$ cat config.mk
export PLATFORM = sky130hd
export DESIGN_NAME = dcache_load_return_flat
export DESIGN_NICKNAME = d
export VERILOG_FILES = /design/src/logic/cache_geom_pkg.sv /design/src/logic/mem_bus_pkg.sv /design/src/logic/lookup_if.sv /design/src/logic/dcache_load_return.sv /design/src/flat_wrapper.sv
export SDC_FILE = /design/constraint.sdc
export NUM_CORES = 1
export LEC_CHECK = 0
export BUFFER_PORTS_ARGS = -buffer_cell sky130_fd_sc_hd__buf_2
export CORE_AREA = 4 4 341 343
export CTS_CLUSTER_DIAMETER = 150
export DETAILED_ROUTE_END_ITERATION = 10
export DIE_AREA = 0 0 345 347
export GPL_TIMING_DRIVEN = 0
export HOLD_SLACK_MARGIN = 0.05
export SYNTH_ARGS = -nofsm -noshare
export SYNTH_HDL_FRONTEND = slang
export SYNTH_SLANG_ARGS = --single-unit
$ cat constraint.sdc
create_clock -name clk -period 2.5 [get_ports clk]
set_clock_uncertainty 0.05 [all_clocks]
set_input_delay 0.75 -clock clk [delete_from_list [all_inputs] [get_ports clk]]
set_output_delay 0.75 -clock clk [all_outputs]
set_load 0.005 [all_outputs]
$ cat src/logic/cache_geom_pkg.sv
`default_nettype none

package cache_geom_pkg;

    // address and data widths
    localparam int ADDR_W = 32;
    localparam int WORD_W = 32;

    // 32-byte lines, 128 sets, 20-bit tag
    localparam int OFFSET_W       = 5;
    localparam int INDEX_W        = 7;
    localparam int TAG_W          = ADDR_W - INDEX_W - OFFSET_W;
    localparam int WORDS_PER_LINE = 8;
    localparam int NUM_SETS       = 1 << INDEX_W;
    localparam int WORD_SEL_W     = 3;

    typedef logic [ADDR_W-1:0]     addr_t;
    typedef logic [WORD_W-1:0]     word_t;
    typedef logic [TAG_W-1:0]      tag_t;
    typedef logic [INDEX_W-1:0]    index_t;
    typedef logic [WORD_SEL_W-1:0] word_sel_t;

endpackage

`default_nettype wire

$ cat src/logic/mem_bus_pkg.sv
`default_nettype none

package mem_bus_pkg;
    import cache_geom_pkg::*;

    typedef enum logic {
        OP_LOAD  = 1'b0,
        OP_STORE = 1'b1
    } mem_op_e;

    typedef logic [WORD_W/8-1:0] strb_t;      // one bit per byte
    typedef word_t [WORDS_PER_LINE-1:0] line_t;  // word 0 in the low bits

    typedef enum logic [2:0] {
        ST_IDLE,
        ST_WRITEBACK,
        ST_REFILL_WAIT,
        ST_REFILL,
        ST_RETURN
    } miss_state_e;

endpackage

`default_nettype wire

$ cat src/logic/lookup_if.sv
`timescale 1ns/1ps
`default_nettype none

// captured request, held while the controller works on it
interface lookup_if import cache_geom_pkg::*, mem_bus_pkg::*; ();

    logic      valid;
    mem_op_e   op;
    index_t    index;
    tag_t      tag;
    word_sel_t word_sel;
    strb_t     wstrb;
    word_t     wdata;

    modport lookup (
        output valid, op, index, tag,
        output word_sel, wstrb, wdata
    );

    modport user (
        input valid, op, index, tag,
        input word_sel, wstrb, wdata
    );

endinterface

`default_nettype wire

$ cat src/logic/dcache_load_return.sv
`timescale 1ns/1ps
`default_nettype none

module dcache_load_return import cache_geom_pkg::*, mem_bus_pkg::*; (
    input  logic   clk,
    input  logic   reset,
    lookup_if.user lk,
    input  logic   hit_way0_i,
    input  logic   hit_way1_i,
    input  line_t  line0_i,
    input  line_t  line1_i,
    input  line_t  ret_data_i,
    input  logic   refilled_i,
    output logic   resp_valid_o,
    output word_t  resp_rdata_o
);

    logic load_hit;

    assign load_hit = lk.valid && (lk.op == OP_LOAD) && (hit_way0_i || hit_way1_i);

    always_ff @(posedge clk) begin
        if (reset) begin
            resp_valid_o <= 1'b0;
        end else begin
            resp_valid_o <= load_hit || refilled_i;  // one pulse per load
        end
    end

    always_ff @(posedge clk) begin
        if (load_hit) begin
            resp_rdata_o <= hit_way1_i ? line1_i[lk.word_sel] : line0_i[lk.word_sel];
        end else if (refilled_i) begin
            resp_rdata_o <= ret_data_i[lk.word_sel];
        end
    end

endmodule

`default_nettype wire

$ cat src/flat_wrapper.sv
// flat-port wrapper written by rule: the top's interface ports become plain ports
module dcache_load_return_flat import cache_geom_pkg::*, mem_bus_pkg::*;
  (clk, reset, hit_way0_i, hit_way1_i, line0_i, line1_i, ret_data_i, refilled_i, resp_valid_o, resp_rdata_o, lk_valid, lk_op, lk_index, lk_tag, lk_word_sel, lk_wstrb, lk_wdata);
  lookup_if lk_i ();
  input  logic clk;
  input  logic reset;
  input  logic hit_way0_i;
  input  logic hit_way1_i;
  input  line_t line0_i;
  input  line_t line1_i;
  input  line_t ret_data_i;
  input  logic refilled_i;
  output logic resp_valid_o;
  output word_t resp_rdata_o;
  input wire logic [$bits(lk_i.valid)-1:0] lk_valid;
  input wire logic [$bits(lk_i.op)-1:0] lk_op;
  input wire logic [$bits(lk_i.index)-1:0] lk_index;
  input wire logic [$bits(lk_i.tag)-1:0] lk_tag;
  input wire logic [$bits(lk_i.word_sel)-1:0] lk_word_sel;
  input wire logic [$bits(lk_i.wstrb)-1:0] lk_wstrb;
  input wire logic [$bits(lk_i.wdata)-1:0] lk_wdata;
  assign lk_i.valid = lk_valid;
  assign lk_i.op = lk_op;
  assign lk_i.index = lk_index;
  assign lk_i.tag = lk_tag;
  assign lk_i.word_sel = lk_word_sel;
  assign lk_i.wstrb = lk_wstrb;
  assign lk_i.wdata = lk_wdata;
  dcache_load_return u_core (.clk(clk), .reset(reset), .lk(lk_i), .hit_way0_i(hit_way0_i), .hit_way1_i(hit_way1_i), .line0_i(line0_i), .line1_i(line1_i), .ret_data_i(ret_data_i), .refilled_i(refilled_i), .resp_valid_o(resp_valid_o), .resp_rdata_o(resp_rdata_o));
endmodule
## Word-level counts from Yosys, hierarchy flattened

Cells that the tools add are included.

- Register bits: 33
- Input bits: 841
- Output and inout bits: 33
- Logic and storage cells: 18

- Order comparisons: 1
- Multiplexer cells: 9
- Bitwise logic cells: 1
- Reduce and logical (&&, ||, !) cells: 5

Operators with widths:

| cell | number |
|---|---|
| $bmux W32 S3 | 3 |
| $mux W32 | 6 |
| $lt A3 B4 Y1 const B | 1 |
| $logic_and A1 B1 Y1 | 2 |
| $logic_or A1 B1 Y1 | 2 |
| $reduce_bool A2 Y1 | 1 |
| $not A1 Y1 | 1 |

## Longest topological paths before layout

- Depth after elaboration: 4
- Mapped depth: 9
- Depth with buffers taken out: 4

## Worst setup path after synthesis

No wires, ideal clock.

- Kind: in2reg
- Start: input lk_word_sel[0]
- End: register u_core.resp_rdata_o[0] (data pin)
- Setup time: 0.272 ns
- Arrival time: 1.933 ns
- Required time: 2.178 ns
- Setup slack: 0.245 ns
- Stages: 6
- Path buffers: 2
- Cells stage by stage: buf_6 -> buf_6 -> mux4_1 -> mux2_2 -> nand2_1 -> o211ai_1

- Cells in the longest elaborated chain, start to end: 4
- Elaborated cells between the ends (all ways): 9
- Those cells by class: 9 x mux

RTL lines:

| what | RTL line | source |
|---|---|---|
| from (decl) | flat_wrapper.sv:19 | `input wire logic [$bits(lk_i.word_sel)-1:0] lk_word_sel;` |
| $bmux W32 S3, on equally long branches | dcache_load_return.sv:34, dcache_load_return.sv:32 |  |
| $mux W32, on equally long branches | dcache_load_return.sv:34, dcache_load_return.sv:32 |  |
| $mux W32, on equally long branches | dcache_load_return.sv:33, dcache_load_return.sv:32 |  |
| $mux W32 * | dcache_load_return.sv:31 | `if (load_hit) begin` |
| to (signal assigned) | dcache_load_return.sv:32 | `resp_rdata_o <= hit_way1_i ? line1_i[lk.word_sel] : line0_i[lk.word_sel];` |
| to (signal assigned) | dcache_load_return.sv:34 | `resp_rdata_o <= ret_data_i[lk.word_sel];` |
| to (decl) | dcache_load_return.sv:15 | `output word_t resp_rdata_o` |

Mark *: on every way between the ends. The rest lies on a longest branch, timed or not. The select of a mux whose other input is x is not followed.
A chain may end at the register's enable or synchronous reset.

## Worst setup path in the final report

- Start: input lk_word_sel[1]
- End: register u_core.resp_rdata_o[31] (data pin)

Same word-level chain as after synthesis.

==> flow_summary_export.csv <==
group,metric,value,unit
finish,final_util,12.7,%
timing,setup_viol,1,
synthesis,synth_flop_cell,"edfxtp_1",
synthesis,syn_nets,1496,
timing,rsz0062_at_grt,"true",
pwr,ir_worst_vdd,250,µV
timing,fin_crit_sh,100,%
routing,wl,99.6,mm
finish,layout-drive-gt1-share,72.7,%
grt,grt_pass1_wl,121,mm
synthesis,synth_cells,655,
grt,grt_pass1_vias,10847,
finish,multi_input_area,6440,µm²
floorplan,boundaryPins,874,
pwr,leakage,0.00638,µW
timing,worst_pin_slew,0.916,ns
worst_setup_path,start_kind,"input port",
placed_design,gp_congestion,0.923,
worst_hold_path,min_to,"u_core.resp_valid_o",
synthesis,async_reset_ff_share,0,%
finish,seq_area,981,µm²
synthesis,synth.area.top_cells,"mux4_2 28%, mux2i_1 25%, edfxtp_1 13%",
routing,post-route-drc-count,0,
timing,fin_ws,-0.000808,ns
worst_setup_path,end_kind,"flop",
synthesis,ys_ff_latch,33,
clocking,path_clk_slew,0.06,ns
synthesis,ys_top_cells_by_count,"186 x mux2i_1, 95 x mux4_2, 55 x nand2_1",
synthesis,ys_types,27,
clocking,clkSinkCount,33,
outcome,violations,"negative setup slack",
placed_design,numPortBuffers,807,
clocking,clk_path_buf_depth,2,
clocking,cts_made_buffers,5,
finish,finish.instance_area,14500,µm²
floorplan,dieArea,120000,µm²
outcome,status,"finished, violations left",
grt,overflow,0,
synthesis,avgSynthCellArea,11.5,µm²
grt,antenna_found_initial,136,
timing,relSlewSlack,39.0,%
timing,period_needed,2.50,ns
timing,slew_viol_final,0,
clocking,htreeDepth,2,
synthesis,synth_edf_count,32,
clocking,cts_root_buf,"clkbuf_16",
worst_setup_path,crit_fanout,10,
floorplan,start_util,6.61,%
worst_hold_path,whs_path_depth,2,
worst_setup_path,worst_ep_arrival_time,2.48,ns
placed_design,dp.cells,2975,
finish,instances_no_fill,3031,
synthesis,synth_most_common_cell,"mux2i_1",
routing,drtPass1Iterations,5,
clocking,ctsHoldBuffers,0,
flow_run,cap_violations,0,
worst_setup_path,critPathKind,"in -> reg",
floorplan,die_x,345,µm
synthesis,yosys_warnings,0,
worst_hold_path,hp-start,"reset",
pwr,cellPowerDensity,272,nW/µm²
floorplan,core,114000,µm²
grt,grt_max_degree,22,
routing,viasPerCell,3.53,
grt,grt_util_all_layers,15.8,%
synthesis,netlist_area,7510,µm²
finish,nNetsFinal,2314,
placed_design,dpl.hpwl,91.0,mm
routing,wl_per_cell,32.8,µm
worst_setup_path,critPathRequiredTime,2.48,ns
routing,ant_nets,0,
floorplan,die_h,347,µm
timing,totalNegativeSetupSlack,-0.000808,ns
finish,area_growth,92.5,%
timing,fmax,400,MHz
synthesis,yosysSeqAreaShare,13.1,%
clocking,cts_tree,"yes",
floorplan,num_rows,124,
placed_design,placed_area,13500,µm²
finish,fillers,13150,
synthesis,synth_area_leader_cell,"mux4_2",
synthesis,netlist.area_leader.share,28.5,%
routing,drtIter0Drc,732,
timing,hold_violations,0,
routing,vias,10691,
worst_hold_path,hold_path_class,"in -> reg",
state kept, by name, summed over array words and instances (netlist names):
name,count
u_core.resp_rdata_o,32
u_core.resp_valid_o,1
what timing repair did:
item,4_1_cts,5_1_grt
pin swaps,3,4
gates cloned,0,0
buffers inserted,3,3
endpoints found under the setup margin,32,25
resized for setup,144,33
layer usage:
layer  up-vias  part of all wire, %  track usage (%)
met5         -                 0.48                0
met4        74                  2.9             3.74
met3       223                   10             6.21
met2       885                   47             26.8
met1      5059                   39             18.8
li1       4450                    -                -
cells by family (layout without fill, tap and decap cells):
| kind of cell | after synthesis | after routing | synth area share, % |
|---|---|---|---|
| mux | 321 | 321 | 63.3 |
| flops | 33 | 33 | 13.1 |
| simple gates | 104 | 104 | 6.33 |
| compound gates | 119 | 119 | 10.8 |
| buf+inv | 78 | 897 | 6.51 |
| other cells | 0 | 45 | 0 |
critical path: stages:
cell      delay (ns)
buf_2           0.15
buf_8           0.18
buf_12          0.20
buf_4           0.26
mux2i_1         0.33
a21oi_1         0.12
nand3_1         0.29
o211ai_1        0.16
cell type report:
cell class | count | area share (%)
clock buffer | 5 | 0.866
tap | 1512 | 13.1
clock inverter | 3 | 0.0866
sequential | 33 | 6.79
antenna | 45 | 0.779
buffer | 75 | 5.26
timing repair buffer | 814 | 28.6
multi-input combinational | 544 | 44.5
per-stage QoR:
step	hold slack (ns)	power (µW)	setup slack (ns)
after detailed placement	0.859	3140	-1.60
final	0.554	3920	-0.000808
after global placement	0.872	3120	-1.97
after floorplan	0.772	1710	0.245
after global routing	0.553	4140	-0.0164
after CTS	0.532	4000	-0.0105
power by group:
part	switching, µW	internal [µW]
clock network	319	363
logic	1290	1210
registers	21.4	714
cells in the final DEF, fill, tap and decap left out, types with 20 or more instances in the layout:
cell type	Yosys	final
diode_2	0	45
nand2_1	55	55
mux4_2	95	98
nand3_2	0	22
buf_2	30	815
buf_6	14	22
a22oi_1	43	42
mux2i_1	186	156
a21oi_1	32	32
mux2_2	20	20
o211ai_1	42	42
edfxtp_1	32	32
worst max path at each step:
stage | endpoint | slack [ns] | startpoint | cells after the start
2_1_floorplan | u_core.resp_rdata_o[0] | 0.25 | lk_word_sel[0] | 6
6_report | u_core.resp_rdata_o[31] | -0.0008 | lk_word_sel[1] | 8
5_1_grt | u_core.resp_rdata_o[18] | -0.02 | lk_word_sel[1] | 6
3_3_place_gp | u_core.resp_rdata_o[14] | -1.97 | lk_word_sel[2] | 6
3_5_place_dp | u_core.resp_rdata_o[14] | -1.60 | lk_word_sel[2] | 6
4_1_cts | u_core.resp_rdata_o[14] | -0.01 | lk_word_sel[2] | 6
No activity file was read; power rests on OpenSTA's default activity.
