**src/logic/cache_geom_pkg.sv**
```systemverilog
`default_nettype none

package cache_geom_pkg;

    // address and data widths
    localparam int ADDR_W = 32;
    localparam int WORD_W = 32;

    // 32-byte lines, 128 sets, 20-bit tag
    localparam int OFFSET_W       = 5;
    localparam int INDEX_W        = 7;
    localparam int TAG_W          = ADDR_W - INDEX_W - OFFSET_W;
    localparam int WORDS_PER_LINE = 8;
    localparam int NUM_SETS       = 1 << INDEX_W;
    localparam int WORD_SEL_W     = 3;

    typedef logic [ADDR_W-1:0]     addr_t;
    typedef logic [WORD_W-1:0]     word_t;
    typedef logic [TAG_W-1:0]      tag_t;
    typedef logic [INDEX_W-1:0]    index_t;
    typedef logic [WORD_SEL_W-1:0] word_sel_t;

endpackage

`default_nettype wire

```
**src/logic/mem_bus_pkg.sv**
```systemverilog
`default_nettype none

package mem_bus_pkg;
    import cache_geom_pkg::*;

    typedef enum logic {
        OP_LOAD  = 1'b0,
        OP_STORE = 1'b1
    } mem_op_e;

    typedef logic [WORD_W/8-1:0] strb_t;      // one bit per byte
    typedef word_t [WORDS_PER_LINE-1:0] line_t;  // word 0 in the low bits

    typedef enum logic [2:0] {
        ST_IDLE,
        ST_WRITEBACK,
        ST_REFILL_WAIT,
        ST_REFILL,
        ST_RETURN
    } miss_state_e;

endpackage

`default_nettype wire

```
**src/logic/lookup_if.sv**
```systemverilog
`timescale 1ns/1ps
`default_nettype none

// captured request, held while the controller works on it
interface lookup_if import cache_geom_pkg::*, mem_bus_pkg::*; ();

    logic      valid;
    mem_op_e   op;
    index_t    index;
    tag_t      tag;
    word_sel_t word_sel;
    strb_t     wstrb;
    word_t     wdata;

    modport lookup (
        output valid, op, index, tag,
        output word_sel, wstrb, wdata
    );

    modport user (
        input valid, op, index, tag,
        input word_sel, wstrb, wdata
    );

endinterface

`default_nettype wire

```
**src/logic/dcache_lookup.sv**
```systemverilog
`timescale 1ns/1ps
`default_nettype none

module dcache_lookup import cache_geom_pkg::*, mem_bus_pkg::*; (
    input  logic    clk,
    input  logic    reset,
    // request side
    input  logic    req_valid_i,
    input  mem_op_e req_op_i,
    input  addr_t   req_addr_i,
    input  strb_t   req_wstrb_i,
    input  word_t   req_wdata_i,
    input  logic    accept_i,
    // stored tags of the set read last cycle
    input  tag_t    tag0_i,
    input  tag_t    tag1_i,
    input  logic    valid0_i,
    input  logic    valid1_i,
    output index_t  rd_index_o,
    output logic    hit_way0_o,
    output logic    hit_way1_o,
    lookup_if.lookup lk
);

    index_t req_index;

    assign req_index = req_addr_i[OFFSET_W +: INDEX_W];

    always_ff @(posedge clk) begin
        if (reset) begin
            lk.valid <= 1'b0;
        end else if (accept_i) begin
            lk.valid <= req_valid_i;
        end
    end

    // payload, only meaningful with lk.valid
    always_ff @(posedge clk) begin
        if (accept_i) begin
            lk.op       <= req_op_i;
            lk.index    <= req_index;
            lk.tag      <= req_addr_i[ADDR_W-1 -: TAG_W];
            lk.word_sel <= req_addr_i[OFFSET_W-WORD_SEL_W +: WORD_SEL_W];
            lk.wstrb    <= req_wstrb_i;
            lk.wdata    <= req_wdata_i;
        end
    end

    // next request's set while accepting, else keep reading the held set
    assign rd_index_o = accept_i ? req_index : lk.index;

    assign hit_way0_o = valid0_i && (tag0_i == lk.tag);
    assign hit_way1_o = valid1_i && (tag1_i == lk.tag);

endmodule

`default_nettype wire

```
**src/flat_wrapper.sv**
```systemverilog
// flat-port wrapper written by rule: the top's interface ports become plain ports
module dcache_lookup_flat import cache_geom_pkg::*, mem_bus_pkg::*;
  (clk, reset, req_valid_i, req_op_i, req_addr_i, req_wstrb_i, req_wdata_i, accept_i, tag0_i, tag1_i, valid0_i, valid1_i, rd_index_o, hit_way0_o, hit_way1_o, lk_valid, lk_op, lk_index, lk_tag, lk_word_sel, lk_wstrb, lk_wdata);
  lookup_if lk_i ();
  input  logic clk;
  input  logic reset;
  input  logic req_valid_i;
  input  mem_op_e req_op_i;
  input  addr_t req_addr_i;
  input  strb_t req_wstrb_i;
  input  word_t req_wdata_i;
  input  logic accept_i;
  input  tag_t tag0_i;
  input  tag_t tag1_i;
  input  logic valid0_i;
  input  logic valid1_i;
  output index_t rd_index_o;
  output logic hit_way0_o;
  output logic hit_way1_o;
  output wire logic [$bits(lk_i.valid)-1:0] lk_valid;
  output wire logic [$bits(lk_i.op)-1:0] lk_op;
  output wire logic [$bits(lk_i.index)-1:0] lk_index;
  output wire logic [$bits(lk_i.tag)-1:0] lk_tag;
  output wire logic [$bits(lk_i.word_sel)-1:0] lk_word_sel;
  output wire logic [$bits(lk_i.wstrb)-1:0] lk_wstrb;
  output wire logic [$bits(lk_i.wdata)-1:0] lk_wdata;
  assign lk_valid = lk_i.valid;
  assign lk_op = lk_i.op;
  assign lk_index = lk_i.index;
  assign lk_tag = lk_i.tag;
  assign lk_word_sel = lk_i.word_sel;
  assign lk_wstrb = lk_i.wstrb;
  assign lk_wdata = lk_i.wdata;
  dcache_lookup u_core (.clk(clk), .reset(reset), .req_valid_i(req_valid_i), .req_op_i(req_op_i), .req_addr_i(req_addr_i), .req_wstrb_i(req_wstrb_i), .req_wdata_i(req_wdata_i), .accept_i(accept_i), .tag0_i(tag0_i), .tag1_i(tag1_i), .valid0_i(valid0_i), .valid1_i(valid1_i), .rd_index_o(rd_index_o), .hit_way0_o(hit_way0_o), .hit_way1_o(hit_way1_o), .lk(lk_i));
endmodule
```
**config.mk**
```make
export PLATFORM = sky130hd
export DESIGN_NAME = dcache_lookup_flat
export DESIGN_NICKNAME = d
export VERILOG_FILES = /design/src/logic/cache_geom_pkg.sv /design/src/logic/mem_bus_pkg.sv /design/src/logic/lookup_if.sv /design/src/logic/dcache_lookup.sv /design/src/flat_wrapper.sv
export SDC_FILE = /design/constraint.sdc
export NUM_CORES = 1
export LEC_CHECK = 0
export BUFFER_PORTS_ARGS = -buffer_cell sky130_fd_sc_hd__buf_4
export CORE_UTILIZATION = 32
export DETAILED_ROUTE_END_ITERATION = 6
export GPL_TIMING_DRIVEN = 0
export PLACE_DENSITY = 0.74
export RECOVER_POWER = 25
export SLEW_MARGIN = 25
export SYNTH_ARGS = -nofsm -noshare
export SYNTH_HDL_FRONTEND = slang
export SYNTH_SLANG_ARGS = --single-unit
```
**constraint.sdc**
```tcl
create_clock -name clk -period 2.4 [get_ports clk]
set_input_delay 0.36 -clock clk [delete_from_list [all_inputs] [get_ports clk]]
set_output_delay 0.36 -clock clk [all_outputs]
set_load 0.1 [all_outputs]
```
# == Yosys cells after proc, flatten, opt, wreduce, memory -nomap -nowiden ==
# Index checks and enable logic that the tools add are counted.
# word_totals
latch_bits,0
mem_bits_ro,0
memories,0
input_bits,115
mem_bits_rw,0
output_inout_bits,77
elab_cells,12
reg_bits,68
# op_classes
div,0
add_sub_neg,0
muxes,1
magnitude_cmp,0
reduce_logical,2
n_bitwise,0
n_eq_ne,2
shifts,0
multipliers,0
# op_table
op,count
20-bit == test,2
7-bit two-way mux,1
1-bit logical AND,2

# == Logic depth before layout (Yosys ltp) ==
# depth
depth_word,2
mapped_depth,4
mapped_depth_nobuf,4

# == Worst setup path before layout ==
# Ideal clock, no wire load.
# synth_timing
path_type,register to output
start,reg u_core.lk.tag[14]
end,out hit_way1_o
stages_incl_launch_ff,5
slack_ns,-1.191
n_path_buf,0
required_ns,2.040
arrival_time_ns,3.231
cell_sequence,edfxtp_1 xor2_1 nor4_1 nand4_1 nor4_2
# synth_via
elab_chain_len,2
# synth_rtl
item,line_no,rtl
start: declaration,lookup_if.sv:16,"output valid, op, index, tag,"
start signal: assignment,dcache_lookup.sv:42,lk.tag <= req_addr_i[ADDR_W-1 -: TAG_W];
20-bit == test,dcache_lookup.sv:53,assign hit_way1_o = valid1_i && (tag1_i == lk.tag);
1-bit logical AND,dcache_lookup.sv:53,
end: declaration,flat_wrapper.sv:19,output logic hit_way1_o;
# Every way passes these cells.

# == Worst setup path after layout ==
# layout_timing
start,reg u_core.lk.tag[10]
end,out hit_way0_o
# layout_via
elab_chain_len,2
# layout_rtl
item,line_no,rtl
20-bit == test,dcache_lookup.sv:52,assign hit_way0_o = valid0_i && (tag0_i == lk.tag);
1-bit logical AND,dcache_lookup.sv:52,
end: declaration,flat_wrapper.sv:18,output logic hit_way0_o;
# Every way passes these cells.

==> qor.csv <==
stage,metric,value,unit
outcome,status,"complete, no violations",
detailed_routing,routed length on met3,700,um
detailed_routing,DR DRC count,0,
layout,"most common cell after layout, fill and taps aside",buf_4,
layout,nets,451,
critical_path,Startpoint Class,flip-flop,
layout,# fillers,583,
layout,P&R area growth vs syn,73.5,%
global_routing,initial antenna violation count,0,
min_path,HP Start,reset,
detailed_routing,post-route ant nets,0,
detailed_routing,M1 WL,2480,um
place,placed inst area,4070,um2
synth,"Avg Cell Area, Syn",19.0,um2
clock_network,CTS tree,built,
critical_path,CP Cell Sequence,"xor2_1, nor4_2, nand3_1, nor4_4, buf_6",
critical_path,WP data required,2040,ps
layout,layout cells sized above 1,0.648,
place,input/output buffers,189,
critical_path,R2R setup slack,1700,ps
synth,Post-Synthesis Cells,132,
timing,setup ws final,68.9,ps
pwr,Pleak,1.88,nW
clock_network,H-tree depth,3,
synth,post-synthesis net count,247,
timing,Hold Worst Slack,174,ps
timing,slew at the pin with the worst max-slew slack,565,ps
critical_path,R2R Path End,u_core.lk.index[0]$_DFF_P_,
detailed_routing,WL per Instance,15.0,um
layout,Non-Filler Instances,440,
layout,most frequent cells in the layout,"buf_4, edfxtp_1, clkbuf_4, xnor2_1, xor2_1",
detailed_routing,uppermost layer routed,met4,
global_routing,largest net degree at the start of global routing,62,
critical_path,Critical path buffers and inverters,1,
detailed_routing,drt first pass iters,4,
critical_path,CP max stage cell,edfxtp_1,
clock_network,CTS Buf Count,9,
pwr,power per cell area,856,nW/um2
timing,final setup vio count,0,
place,placed insts,420,
place,detailed placement HPWL,4950,um
timing,min Tclk post-route,2330,ps
layout,post-route cell area,4350,um2
global_routing,GR Overflow Total,0,
run,max_cap viols,0,
timing,Final Hold Fails,0,
detailed_routing,routed wire length,6610,um
critical_path,CP arrival,1970,ps
min_path,Hold Path Sink,u_core.lk.valid$_SDFFE_PP0P_,
die,# IOs,192,
timing,fin. max-slew vios,0,
synth,synth warn,0,
min_path,worst hold-check path type,in -> reg,
synth,number of library cell types mapped by synthesis,12,
critical_path,Worst path max stage delay,440,ps
die,die area,8190,um2
clock_network,maximum clock path buffer count,2,
clock_network,clk_lat worst skew,330,ps
die,DIE WIDTH,90.5,um
detailed_routing,total number of vias,1901,
timing,unrepaired setup endpoints after global routing,yes,
timing,setup tns final,0,ps
timing,Final period util,0.971,
place,setup slack after placement,-68.0,ps
layout,ANT cells,0,
detailed_routing,met2 wire len,3330,um
synth,Mapped Area,2510,um2
detailed_routing,1st-iter DRT viols,31,
die,initial core utilization,0.338,
timing,Rel. slew slack,0.623,
detailed_routing,DR vias/cell,4.32,
clock_network,total clock sinks,68,
critical_path,crit-path leading delay family,simple AND/OR/NAND/NOR gates,
critical_path,crit path max fanout,3,
die,Die Y-Extent,90.5,um
global_routing,global-route wire length before repair,10200,um
critical_path,critical path class,reg -> out,
clock_network,CTS root buffer,clkbuf_8,
critical_path,worst reg-to-reg path cell count,1,
clock_network,clk slew on worst S/H paths,70,ps
die,core area,7410,um2
global_routing,number of global-route vias before repair,2072,
clock_network,Post-CTS Hold Buffers,0,
pwr,maximum VDD drop,0.547,mV
synth,sequential element share of the synthesized area,0.783,
timing,clock skew,0,ps
critical_path,Worst setup EP type,output pin,
place,GP Congestion,0.780,
critical_path,RR Startpoint,u_core.lk.index[0]$_DFF_P_,
global_routing,total track usage,0.166,
timing,Fmax,429,MHz
die,row count,31,
synth,#FFs+latches synth,68,
min_path,hold path depth,2,
[cells in the mapped netlist, drive strengths merged]
cell | number | area, um2
nand3 | 2 | 10.0
dfxtp | 8 | 160
nor2 | 1 | 3.75
mux2i | 1 | 10.0
mux2 | 7 | 78.8
nand4 | 6 | 37.5
edfxtp | 60 | 1800
nor4 | 6 | 50.0
xnor2 | 24 | 210
xor2 | 16 | 140
clkbuf | 1 | 3.75
[how the worst max path moves through the flow]
stage,startpoint,end,slack (ps),cells after the start
3_5_place_dp,accept_i,rd_index_o[1],-70,4
6_report,u_core.lk.tag[10]$_DFFE_PP_,hit_way0_o,70,5
3_3_place_gp,accept_i,rd_index_o[6],-9,4
2_1_floorplan,u_core.lk.tag[10]$_DFFE_PP_,hit_way0_o,-540,4
4_1_cts,u_core.lk.tag[13]$_DFFE_PP_,hit_way0_o,10,5
5_1_grt,u_core.lk.tag[13]$_DFFE_PP_,hit_way0_o,-20,5
[metrics by stage]
| step | utilization | power (mW) |
|---|---|---|
| 6_report | 0.587 | 3.72 |
| 5_1_grt | 0.587 | 3.85 |
| 4_1_cts | 0.583 | 3.77 |
| 3_5_place_dp | 0.549 | 2.69 |
| 3_3_place_gp | 0.549 | 2.68 |
| 2_1_floorplan | - | 2.34 |
[registers in the layout, indices dropped and copies added, names as in the netlist]
signal and cells:
u_core.lk.index 7, u_core.lk.op 1, u_core.lk.tag 20, u_core.lk.valid 1
u_core.lk.wdata 32, u_core.lk.word_sel 3, u_core.lk.wstrb 4
[layer usage]
metal | global-route usage | up-vias
met3 | 0.0800 | 9
met4 | 0.0645 | 0
li1 | - | 901
met5 | 0 | -
met2 | 0.287 | 129
met1 | 0.173 | 862
[cells by family after synthesis]
kind of cell,after synthesis,synth area share
AND/OR/NAND/NOR,15,0.0404
XOR/XNOR,40,0.140
multiplexers,8,0.0354
flip-flops,68,0.783
buffers and inverters,1,0.00150
[final cells by class]
type	count	area, um2	share of cell area
sequential	68	1960	0.451
tap	99	124	0.0285
multi-input combinational	63	577	0.133
clock buffer	9	124	0.0285
timing repair buffer	193	1460	0.336
buffer	1	3.75	0.000863
clock inverter	7	98.8	0.0227
[repair_timing]
action / 4_1_cts / 5_1_grt
pin swaps: 1 / 3
resized for setup: 6 / 0
buffers inserted: 0 / 4
setup endpoints to repair: 9 / 2
[where the power goes]
group | total, mW | leakage (nW) | switching (mW) | internal, mW
combinational | 1.22 | 1.11 | 0.914 | 0.307
sequential | 1.45 | 0.655 | 0.0533 | 1.39
clock | 1.06 | 0.110 | 0.464 | 0.592
Power figures use the tool's default switching activity.
