File: src/logic/cache_geom_pkg.sv
`default_nettype none

package cache_geom_pkg;

    // address and data widths
    localparam int ADDR_W = 32;
    localparam int WORD_W = 32;

    // 32-byte lines, 128 sets, 20-bit tag
    localparam int OFFSET_W       = 5;
    localparam int INDEX_W        = 7;
    localparam int TAG_W          = ADDR_W - INDEX_W - OFFSET_W;
    localparam int WORDS_PER_LINE = 8;
    localparam int NUM_SETS       = 1 << INDEX_W;
    localparam int WORD_SEL_W     = 3;

    typedef logic [ADDR_W-1:0]     addr_t;
    typedef logic [WORD_W-1:0]     word_t;
    typedef logic [TAG_W-1:0]      tag_t;
    typedef logic [INDEX_W-1:0]    index_t;
    typedef logic [WORD_SEL_W-1:0] word_sel_t;

endpackage

`default_nettype wire

File: src/logic/mem_bus_pkg.sv
`default_nettype none

package mem_bus_pkg;
    import cache_geom_pkg::*;

    typedef enum logic {
        OP_LOAD  = 1'b0,
        OP_STORE = 1'b1
    } mem_op_e;

    typedef logic [WORD_W/8-1:0] strb_t;      // one bit per byte
    typedef word_t [WORDS_PER_LINE-1:0] line_t;  // word 0 in the low bits

    typedef enum logic [2:0] {
        ST_IDLE,
        ST_WRITEBACK,
        ST_REFILL_WAIT,
        ST_REFILL,
        ST_RETURN
    } miss_state_e;

endpackage

`default_nettype wire

File: src/logic/lookup_if.sv
`timescale 1ns/1ps
`default_nettype none

// captured request, held while the controller works on it
interface lookup_if import cache_geom_pkg::*, mem_bus_pkg::*; ();

    logic      valid;
    mem_op_e   op;
    index_t    index;
    tag_t      tag;
    word_sel_t word_sel;
    strb_t     wstrb;
    word_t     wdata;

    modport lookup (
        output valid, op, index, tag,
        output word_sel, wstrb, wdata
    );

    modport user (
        input valid, op, index, tag,
        input word_sel, wstrb, wdata
    );

endinterface

`default_nettype wire

File: src/logic/dcache_miss_ctrl.sv
`timescale 1ns/1ps
`default_nettype none

module dcache_miss_ctrl import cache_geom_pkg::*, mem_bus_pkg::*; (
    input  logic   clk,
    input  logic   reset,
    lookup_if.user lk,
    input  logic   hit_way0_i,
    input  logic   hit_way1_i,
    input  tag_t   tag0_i,
    input  tag_t   tag1_i,
    input  line_t  line0_i,
    input  line_t  line1_i,
    // memory side
    input  logic   ret_valid_i,
    input  line_t  ret_data_i,
    input  logic   wr_done_i,
    output logic   accept_o,
    // to the ways
    output logic   store_hit_en_o,
    output logic   store_way_o,
    output logic   refill_en_o,
    output logic   refill_way_o,
    output line_t  ret_line_o,
    output logic   rd_req_o,
    output addr_t  rd_addr_o,
    output logic   wr_req_o,
    output addr_t  wr_addr_o,
    output line_t  wr_data_o,
    output logic   refilled_o
);

    miss_state_e state_q;
    miss_state_e state_d;

    logic [NUM_SETS-1:0]      lru_q;  // way to evict next
    logic [1:0][NUM_SETS-1:0] dirty_q;

    logic  lookup;
    logic  hit;
    logic  miss;
    logic  victim;
    logic  victim_dirty;
    addr_t wb_addr_q;
    line_t wb_line_q;
    line_t ret_line_q;

    assign lookup       = (state_q == ST_IDLE) && lk.valid;
    assign hit          = hit_way0_i || hit_way1_i;
    assign miss         = lookup && !hit;
    assign victim       = lru_q[lk.index];
    assign victim_dirty = dirty_q[victim][lk.index];

    always_ff @(posedge clk) begin
        if (reset) begin
            state_q <= ST_IDLE;
        end else begin
            state_q <= state_d;
        end
    end

    always_comb begin
        state_d = state_q;
        case (state_q)
            ST_IDLE: begin
                if (miss) begin
                    state_d = victim_dirty ? ST_WRITEBACK : ST_REFILL_WAIT;
                end else if (lookup && lk.op == OP_STORE) begin
                    state_d = ST_RETURN;  // store hit
                end
            end
            ST_WRITEBACK: begin
                if (wr_done_i) state_d = ST_REFILL_WAIT;
            end
            ST_REFILL_WAIT: begin
                if (ret_valid_i) state_d = ST_REFILL;
            end
            ST_REFILL: state_d = ST_RETURN;
            ST_RETURN: state_d = ST_IDLE;
            default:   state_d = ST_IDLE;
        endcase
    end

    // idle next cycle: nothing pending, or a load that hits
    assign accept_o = ((state_q == ST_IDLE) && !(lk.valid && (!hit || lk.op == OP_STORE)))
                      || (state_q == ST_RETURN);

    assign store_hit_en_o = lookup && hit && (lk.op == OP_STORE);
    assign store_way_o    = hit_way1_i;
    assign refill_en_o    = (state_q == ST_REFILL);
    assign refill_way_o   = victim;
    assign refilled_o     = refill_en_o && (lk.op == OP_LOAD);
    assign ret_line_o     = ret_line_q;

    assign rd_req_o  = (state_q == ST_REFILL_WAIT);
    assign rd_addr_o = {lk.tag, lk.index, {OFFSET_W{1'b0}}};
    assign wr_req_o  = (state_q == ST_WRITEBACK);
    assign wr_addr_o = wb_addr_q;
    assign wr_data_o = wb_line_q;

    always_ff @(posedge clk) begin
        if (miss && victim_dirty) begin
            wb_addr_q <= {victim ? tag1_i : tag0_i, lk.index, {OFFSET_W{1'b0}}};
            wb_line_q <= victim ? line1_i : line0_i;
        end
        if (state_q == ST_REFILL_WAIT && ret_valid_i) begin
            ret_line_q <= ret_data_i;
        end
    end

    always_ff @(posedge clk) begin
        if (reset) begin
            lru_q   <= '0;
            dirty_q <= '0;
        end else if (lookup && hit) begin
            lru_q[lk.index] <= hit_way0_i;  // away from the used way
            if (lk.op == OP_STORE) begin
                dirty_q[hit_way1_i][lk.index] <= 1'b1;
            end
        end else if (refill_en_o) begin
            lru_q[lk.index]           <= ~victim;
            dirty_q[victim][lk.index] <= (lk.op == OP_STORE);
        end
    end

endmodule

`default_nettype wire

File: src/flat_wrapper.sv
// flat-port wrapper written by rule: the top's interface ports become plain ports
module dcache_miss_ctrl_flat import cache_geom_pkg::*, mem_bus_pkg::*;
  (clk, reset, hit_way0_i, hit_way1_i, tag0_i, tag1_i, line0_i, line1_i, ret_valid_i, ret_data_i, wr_done_i, accept_o, store_hit_en_o, store_way_o, refill_en_o, refill_way_o, ret_line_o, rd_req_o, rd_addr_o, wr_req_o, wr_addr_o, wr_data_o, refilled_o, lk_valid, lk_op, lk_index, lk_tag, lk_word_sel, lk_wstrb, lk_wdata);
  lookup_if lk_i ();
  input  logic clk;
  input  logic reset;
  input  logic hit_way0_i;
  input  logic hit_way1_i;
  input  tag_t tag0_i;
  input  tag_t tag1_i;
  input  line_t line0_i;
  input  line_t line1_i;
  input  logic ret_valid_i;
  input  line_t ret_data_i;
  input  logic wr_done_i;
  output logic accept_o;
  output logic store_hit_en_o;
  output logic store_way_o;
  output logic refill_en_o;
  output logic refill_way_o;
  output line_t ret_line_o;
  output logic rd_req_o;
  output addr_t rd_addr_o;
  output logic wr_req_o;
  output addr_t wr_addr_o;
  output line_t wr_data_o;
  output logic refilled_o;
  input wire logic [$bits(lk_i.valid)-1:0] lk_valid;
  input wire logic [$bits(lk_i.op)-1:0] lk_op;
  input wire logic [$bits(lk_i.index)-1:0] lk_index;
  input wire logic [$bits(lk_i.tag)-1:0] lk_tag;
  input wire logic [$bits(lk_i.word_sel)-1:0] lk_word_sel;
  input wire logic [$bits(lk_i.wstrb)-1:0] lk_wstrb;
  input wire logic [$bits(lk_i.wdata)-1:0] lk_wdata;
  assign lk_i.valid = lk_valid;
  assign lk_i.op = lk_op;
  assign lk_i.index = lk_index;
  assign lk_i.tag = lk_tag;
  assign lk_i.word_sel = lk_word_sel;
  assign lk_i.wstrb = lk_wstrb;
  assign lk_i.wdata = lk_wdata;
  dcache_miss_ctrl u_core (.clk(clk), .reset(reset), .lk(lk_i), .hit_way0_i(hit_way0_i), .hit_way1_i(hit_way1_i), .tag0_i(tag0_i), .tag1_i(tag1_i), .line0_i(line0_i), .line1_i(line1_i), .ret_valid_i(ret_valid_i), .ret_data_i(ret_data_i), .wr_done_i(wr_done_i), .accept_o(accept_o), .store_hit_en_o(store_hit_en_o), .store_way_o(store_way_o), .refill_en_o(refill_en_o), .refill_way_o(refill_way_o), .ret_line_o(ret_line_o), .rd_req_o(rd_req_o), .rd_addr_o(rd_addr_o), .wr_req_o(wr_req_o), .wr_addr_o(wr_addr_o), .wr_data_o(wr_data_o), .refilled_o(refilled_o));
endmodule
File: config.mk
export PLATFORM = sky130hd
export DESIGN_NAME = dcache_miss_ctrl_flat
export DESIGN_NICKNAME = d
export VERILOG_FILES = /design/src/logic/cache_geom_pkg.sv /design/src/logic/mem_bus_pkg.sv /design/src/logic/lookup_if.sv /design/src/logic/dcache_miss_ctrl.sv /design/src/flat_wrapper.sv
export SDC_FILE = /design/constraint.sdc
export NUM_CORES = 2
export LEC_CHECK = 0
export ABC_AREA = 1
export BUFFER_PORTS_ARGS = -buffer_cell sky130_fd_sc_hd__buf_2
export CAP_MARGIN = 20
export CORE_AREA = 2 2 571 573
export CTS_CLUSTER_DIAMETER = 40
export DETAILED_ROUTE_END_ITERATION = 8
export DIE_AREA = 0 0 573 575
export SYNTH_ARGS = -nofsm -noshare
export SYNTH_HDL_FRONTEND = slang
export SYNTH_SLANG_ARGS = --single-unit
File: constraint.sdc
create_clock -name clk -period 43.8 [get_ports clk]
set_input_delay 13.14 -clock clk [delete_from_list [all_inputs] [get_ports clk]]
set_output_delay 13.14 -clock clk [all_outputs]
set_load 0.03 [all_outputs]
; ---- Word level (Yosys, flattened, before mapping)
; Cells that the tools add are included.
[word_totals]
out_inout_bits = 584
word_cells = 88
regBits = 926
input_bits = 882
[op_classes]
mux = 28
n_reduce_logical = 22
eq_ne = 8
bitwise = 3
magnitude_cmp = 6
[op_table]
columns = cell, count
row1 = two-way mux 256 bit, 4
row2 = two-way mux 128 bit, 6
row3 = bitwise mux 128 bit, 2
row4 = bitwise mux 256 bit, 1
row5 = demux 128 bit (select 1 bit), 2
row6 = bitwise OR 256 bit, 1
row7 = two-way mux 20 bit, 1
row8 = binary-select mux 1 bit (select 7 bit), 2
row9 = logical AND 1 bit, 13
row10 = two-way mux 3 bit, 4
row11 = one-hot mux 3 bit (4 select lines), 1
row12 = "< comparator 7 x 8 -> 1 bit, second input constant", 1
row13 = demux 1 bit (select 7 bit), 1
row14 = "greater-or-equal comparator 7 x 1 -> 1 bit, second input constant", 1
row15 = "== test 3 x 2 -> 1 bit, second input constant", 2
row16 = "!= test 2 bit, second input constant", 3
row17 = "< comparator 1 x 2 -> 1 bit, second input constant", 2
row18 = "== test 3 x 1 -> 1 bit, second input constant", 1
row19 = "== test 3 bit, second input constant", 1
row20 = logical NOT 3 bit, 1
row21 = logical OR 1 bit, 3
row22 = two-way mux 1 bit, 3
row23 = "!= test 3 x 2 -> 1 bit, second input constant", 1
row24 = AND reduction 3 bit, 1
row25 = other kinds (6), 9

; ---- Depth between registers and ports, before layout
[depth]
ltp_word = 9
depth_mapped = 31
ltp_nobuf = 27

; ---- Worst setup path after synthesis
; OpenSTA, ideal clock, no wires.
[synth_timing]
kind = input to output
from = input port lk_index[1]
to = output port refill_way_o
path_stages = 16
required_ns = 30.660
arrival_time_ns = 15.447
path_buffers = 7
setup_slack_ns = 15.213
path_cell_list = buf_4 nor2_2 buf_2 nand3_1 nand2_1 nor2_1 nor2_1 nor2_1 nand2_1 nand2_1 nand4_2 buf_4 buf_2 clkbuf_1 buf_2 buf_1
[synth_via]
elab_chain_len = 2
[synth_rtl]
columns = element, line_no
row1 = start: declaration, flat_wrapper.sv:30  ; input wire logic [$bits(lk_i.index)-1:0] lk_index;
row2 = binary-select mux 1 bit (select 7 bit), dcache_miss_ctrl.sv:51  ; assign victim = lru_q[lk.index];
row3 = two-way mux 1 bit (implied by the code), dcache_miss_ctrl.sv:51
row4 = end: declaration, flat_wrapper.sv:20  ; output logic refill_way_o;
; No other way between the ends. The select of a mux whose other input is x is not followed.

; ---- Final worst setup path
[layout_timing]
from = input port lk_index[0]
to = output port refill_way_o
; The elaborated chain is that of the path after synthesis.

==> impl_metrics.tcl <==
set metrics [dict create \
    port_buffers 1376 \
    grt_pass1_vias 44506 \
    critical_path_arrival_ns 16.46 \
    place.gp.congestion 1.05 \
    ys_seq_area_share_pct 51.7 \
    synth_common_cells "nand2_1 (1,628), nor2_1 (725), inv_1 (655), edfxtp_1 (539), o21ai_0 (395)" \
    drc 0 \
    fin_cells 11973 \
    startpoint_type "input port" \
    post_cts_buffers 0 \
    rsz0062_at_grt "false" \
    finalCritPeriodShare_pct 67.6 \
    yosys.area.top_type "edfxtp_1" \
    dpl.cell_count 11319 \
    p_per_area_mw_per_mm2 44.7 \
    hold_buffers 0 \
    syn_avg_cell_area_sq_um 7.76 \
    die_h_um 575 \
    avgRoutedWirePerCell_um 33.8 \
    setup_viol 0 \
    synthTopCellsByArea "edfxtp_1 (35%), dfxtp_1 (17%), nand2_1 (13%)" \
    path_max_fanout 69 \
    finalHoldViolCount 0 \
    drt-total-wl_mm 405 \
    highest_layer "met5" \
    p_leak_nw 26.1 \
    syn-cell-area_sq_mm 0.0463 \
    grt-ovfl-total 0 \
    antenna_left 0 \
    final_cell_area_sq_mm 0.0649 \
    ys_types 33 \
    wl_met3_mm 62.6 \
    grt_max_degree 202 \
    antenna_found_initial 229 \
    htree_num_levels 4 \
    synthFlopType "edfxtp_1" \
    slew_viol_final 0 \
    areaGrowthSynthToFinish_pct 40.2 \
    ys_seq_elements 926 \
    synth-edff-count 539 \
    finalSetupTns_ns 0 \
    worstMarginPinSlew_ns 1.24 \
    critPathKind "input port to output pin" \
    min_period_ns 29.60 \
    yosysMostFrequentCell "nand2_1" \
    cts_tree "yes" \
    synthCells 5968 \
    fmax_mhz 33.8 \
    cap_viol_max_count 0 \
    grt_usage_pct 23.5 \
    peakVddDrop_mv 0.0327 \
    ys.warnings.count 0 \
    initial_core_util_pct 14.3 \
    async_flop_share_pct 0 \
    wl_met1_mm 148 \
    status "finished clean" \
    min_path_type "flip-flop to flip-flop" \
    viasPerCell 4.23 \
    fin_ws_ns 14.20 \
    hpwl_mm 328 \
    place_ws_ns 14.25 \
    cts_buffer_depth 4 \
    drt_iter0_markers 6119 \
    drive_above_1_share_pct 24.5 \
    dpl_cell_area_sq_mm 0.0574 \
    total_power_mw 2.90 \
    design.core.area_sq_mm 0.323 \
    grt_first_pass_wirelength_mm 497 \
    root_buffer "clkbuf_16" \
    met2_length_mm 170 \
    drt_pass1_iterations 6 \
    dieArea_sq_mm 0.329 \
    final_nets 8081 \
    ctsResizeCount 0 \
    cp-end-kind "output pin" \
    vias 50616 \
    fp-row-count 209 \
    max_slew_margin_pct 17.1 \
    cp.required_ns 30.66 \
    clk_latency_ns 0.92 \
    cts_buffers 200 \
    yosys.area.top_type_share_pct 35.0 \
    die_w_um 573 \
    skew_ns 0.154 \
    cts_sinks 926 \
    io_pins 1466 \
    clk_pin_slew_ns 0.05 \
]
-- stage by stage --
stage / hold slack (ns) / util (%)
6_report: 0.469 / 20.1
5_1_grt: 0.500 / 20.0
4_1_cts: 0.468 / 19.8
3_5_place_dp: 0.459 / 17.7
3_3_place_gp: 0.456 / 17.7
2_1_floorplan: 0.437 / -
-- kinds of logic after synthesis --
family          count (synthesis)  synth area share [%]
simple gates                 2858                  24.6
other cells                     1               0.00810
compound gates               1091                  14.1
buf+inv                      1092                  9.59
flops                         926                  51.7
-- sequential cells by signal, indices dropped and copies added (netlist names) --
signal             flops
u_core.dirty_q       256
u_core.ret_line_o    256
u_core.state_q         3
u_core.wr_data_o     256
u_core.wr_addr_o      27
u_core.lru_q         128
-- final cells by class --
| cell class | instances | area [sq um] |
|---|---|---|
| antenna | 289 | 723 |
| tap | 4325 | 5410 |
| clock inverter | 132 | 1470 |
| fill | 36604 | 258000 |
| sequential | 926 | 23900 |
| clock buffer | 230 | 5300 |
| multi-input combinational | 3959 | 18000 |
| inverter | 662 | 2520 |
| timing repair buffer | 1450 | 7530 |
-- where the power goes --
part           switching, mW  internal (mW)  total (mW)
sequential           0.00908          0.950       0.959
combinational          0.277         0.0842       0.361
clock                  0.579           1.00        1.58
total                  0.865           2.04        2.90
-- per-layer routing --
layer,track usage (%),up-vias
li1,-,22562
met1,26.3,24246
met2,34.3,3049
met3,14.6,723
met4,12.5,36
met5,0,-
-- critical path, cell delays in order --
cell and delay [ns]:
buf_4 0.25, inv_6 0.65, buf_4 0.58, nand2_1 0.11, nand3_1 0.10, nand2_1 0.07, nor2_1 0.17, nor2_1 0.06
nor2_1 0.22, nand2_1 0.09, nand2_1 0.20, nand4_4 0.35, buf_2 0.31
-- path summary, 6_finish.rpt --
check	startpoint	cells after the start	to	slack (ns)
max	lk_index[0]	13	refill_way_o	14.20
min	u_core.dirty_q[17]	2	u_core.dirty_q[17]	0.47
max reg2reg	u_core.lru_q[54]	26	u_core.wr_data_o[109]	37.62
min reg2reg	u_core.dirty_q[17]	2	u_core.dirty_q[17]	0.47
-- placed cells by master, fill, tap and decap left out, drive strengths merged, types with 12 or more instances in the layout --
cell type | netlist | final
nor3 | 113 | 113
inv | 661 | 697
a31oi | 119 | 119
buf | 167 | 1450
a21oi | 192 | 192
edfxtp | 539 | 539
clkbuf | 263 | 230
nand3 | 381 | 381
o22ai | 12 | 12
clkinv | 1 | 62
o211ai | 119 | 119
nor2 | 728 | 728
bufinv | 0 | 22
o21ai | 412 | 412
clkinvlp | 0 | 13
dfxtp | 387 | 387
a211oi | 220 | 220
nand2 | 1628 | 1628
diode | 0 | 289
Note: power is estimated with default switching activity, not from simulation.
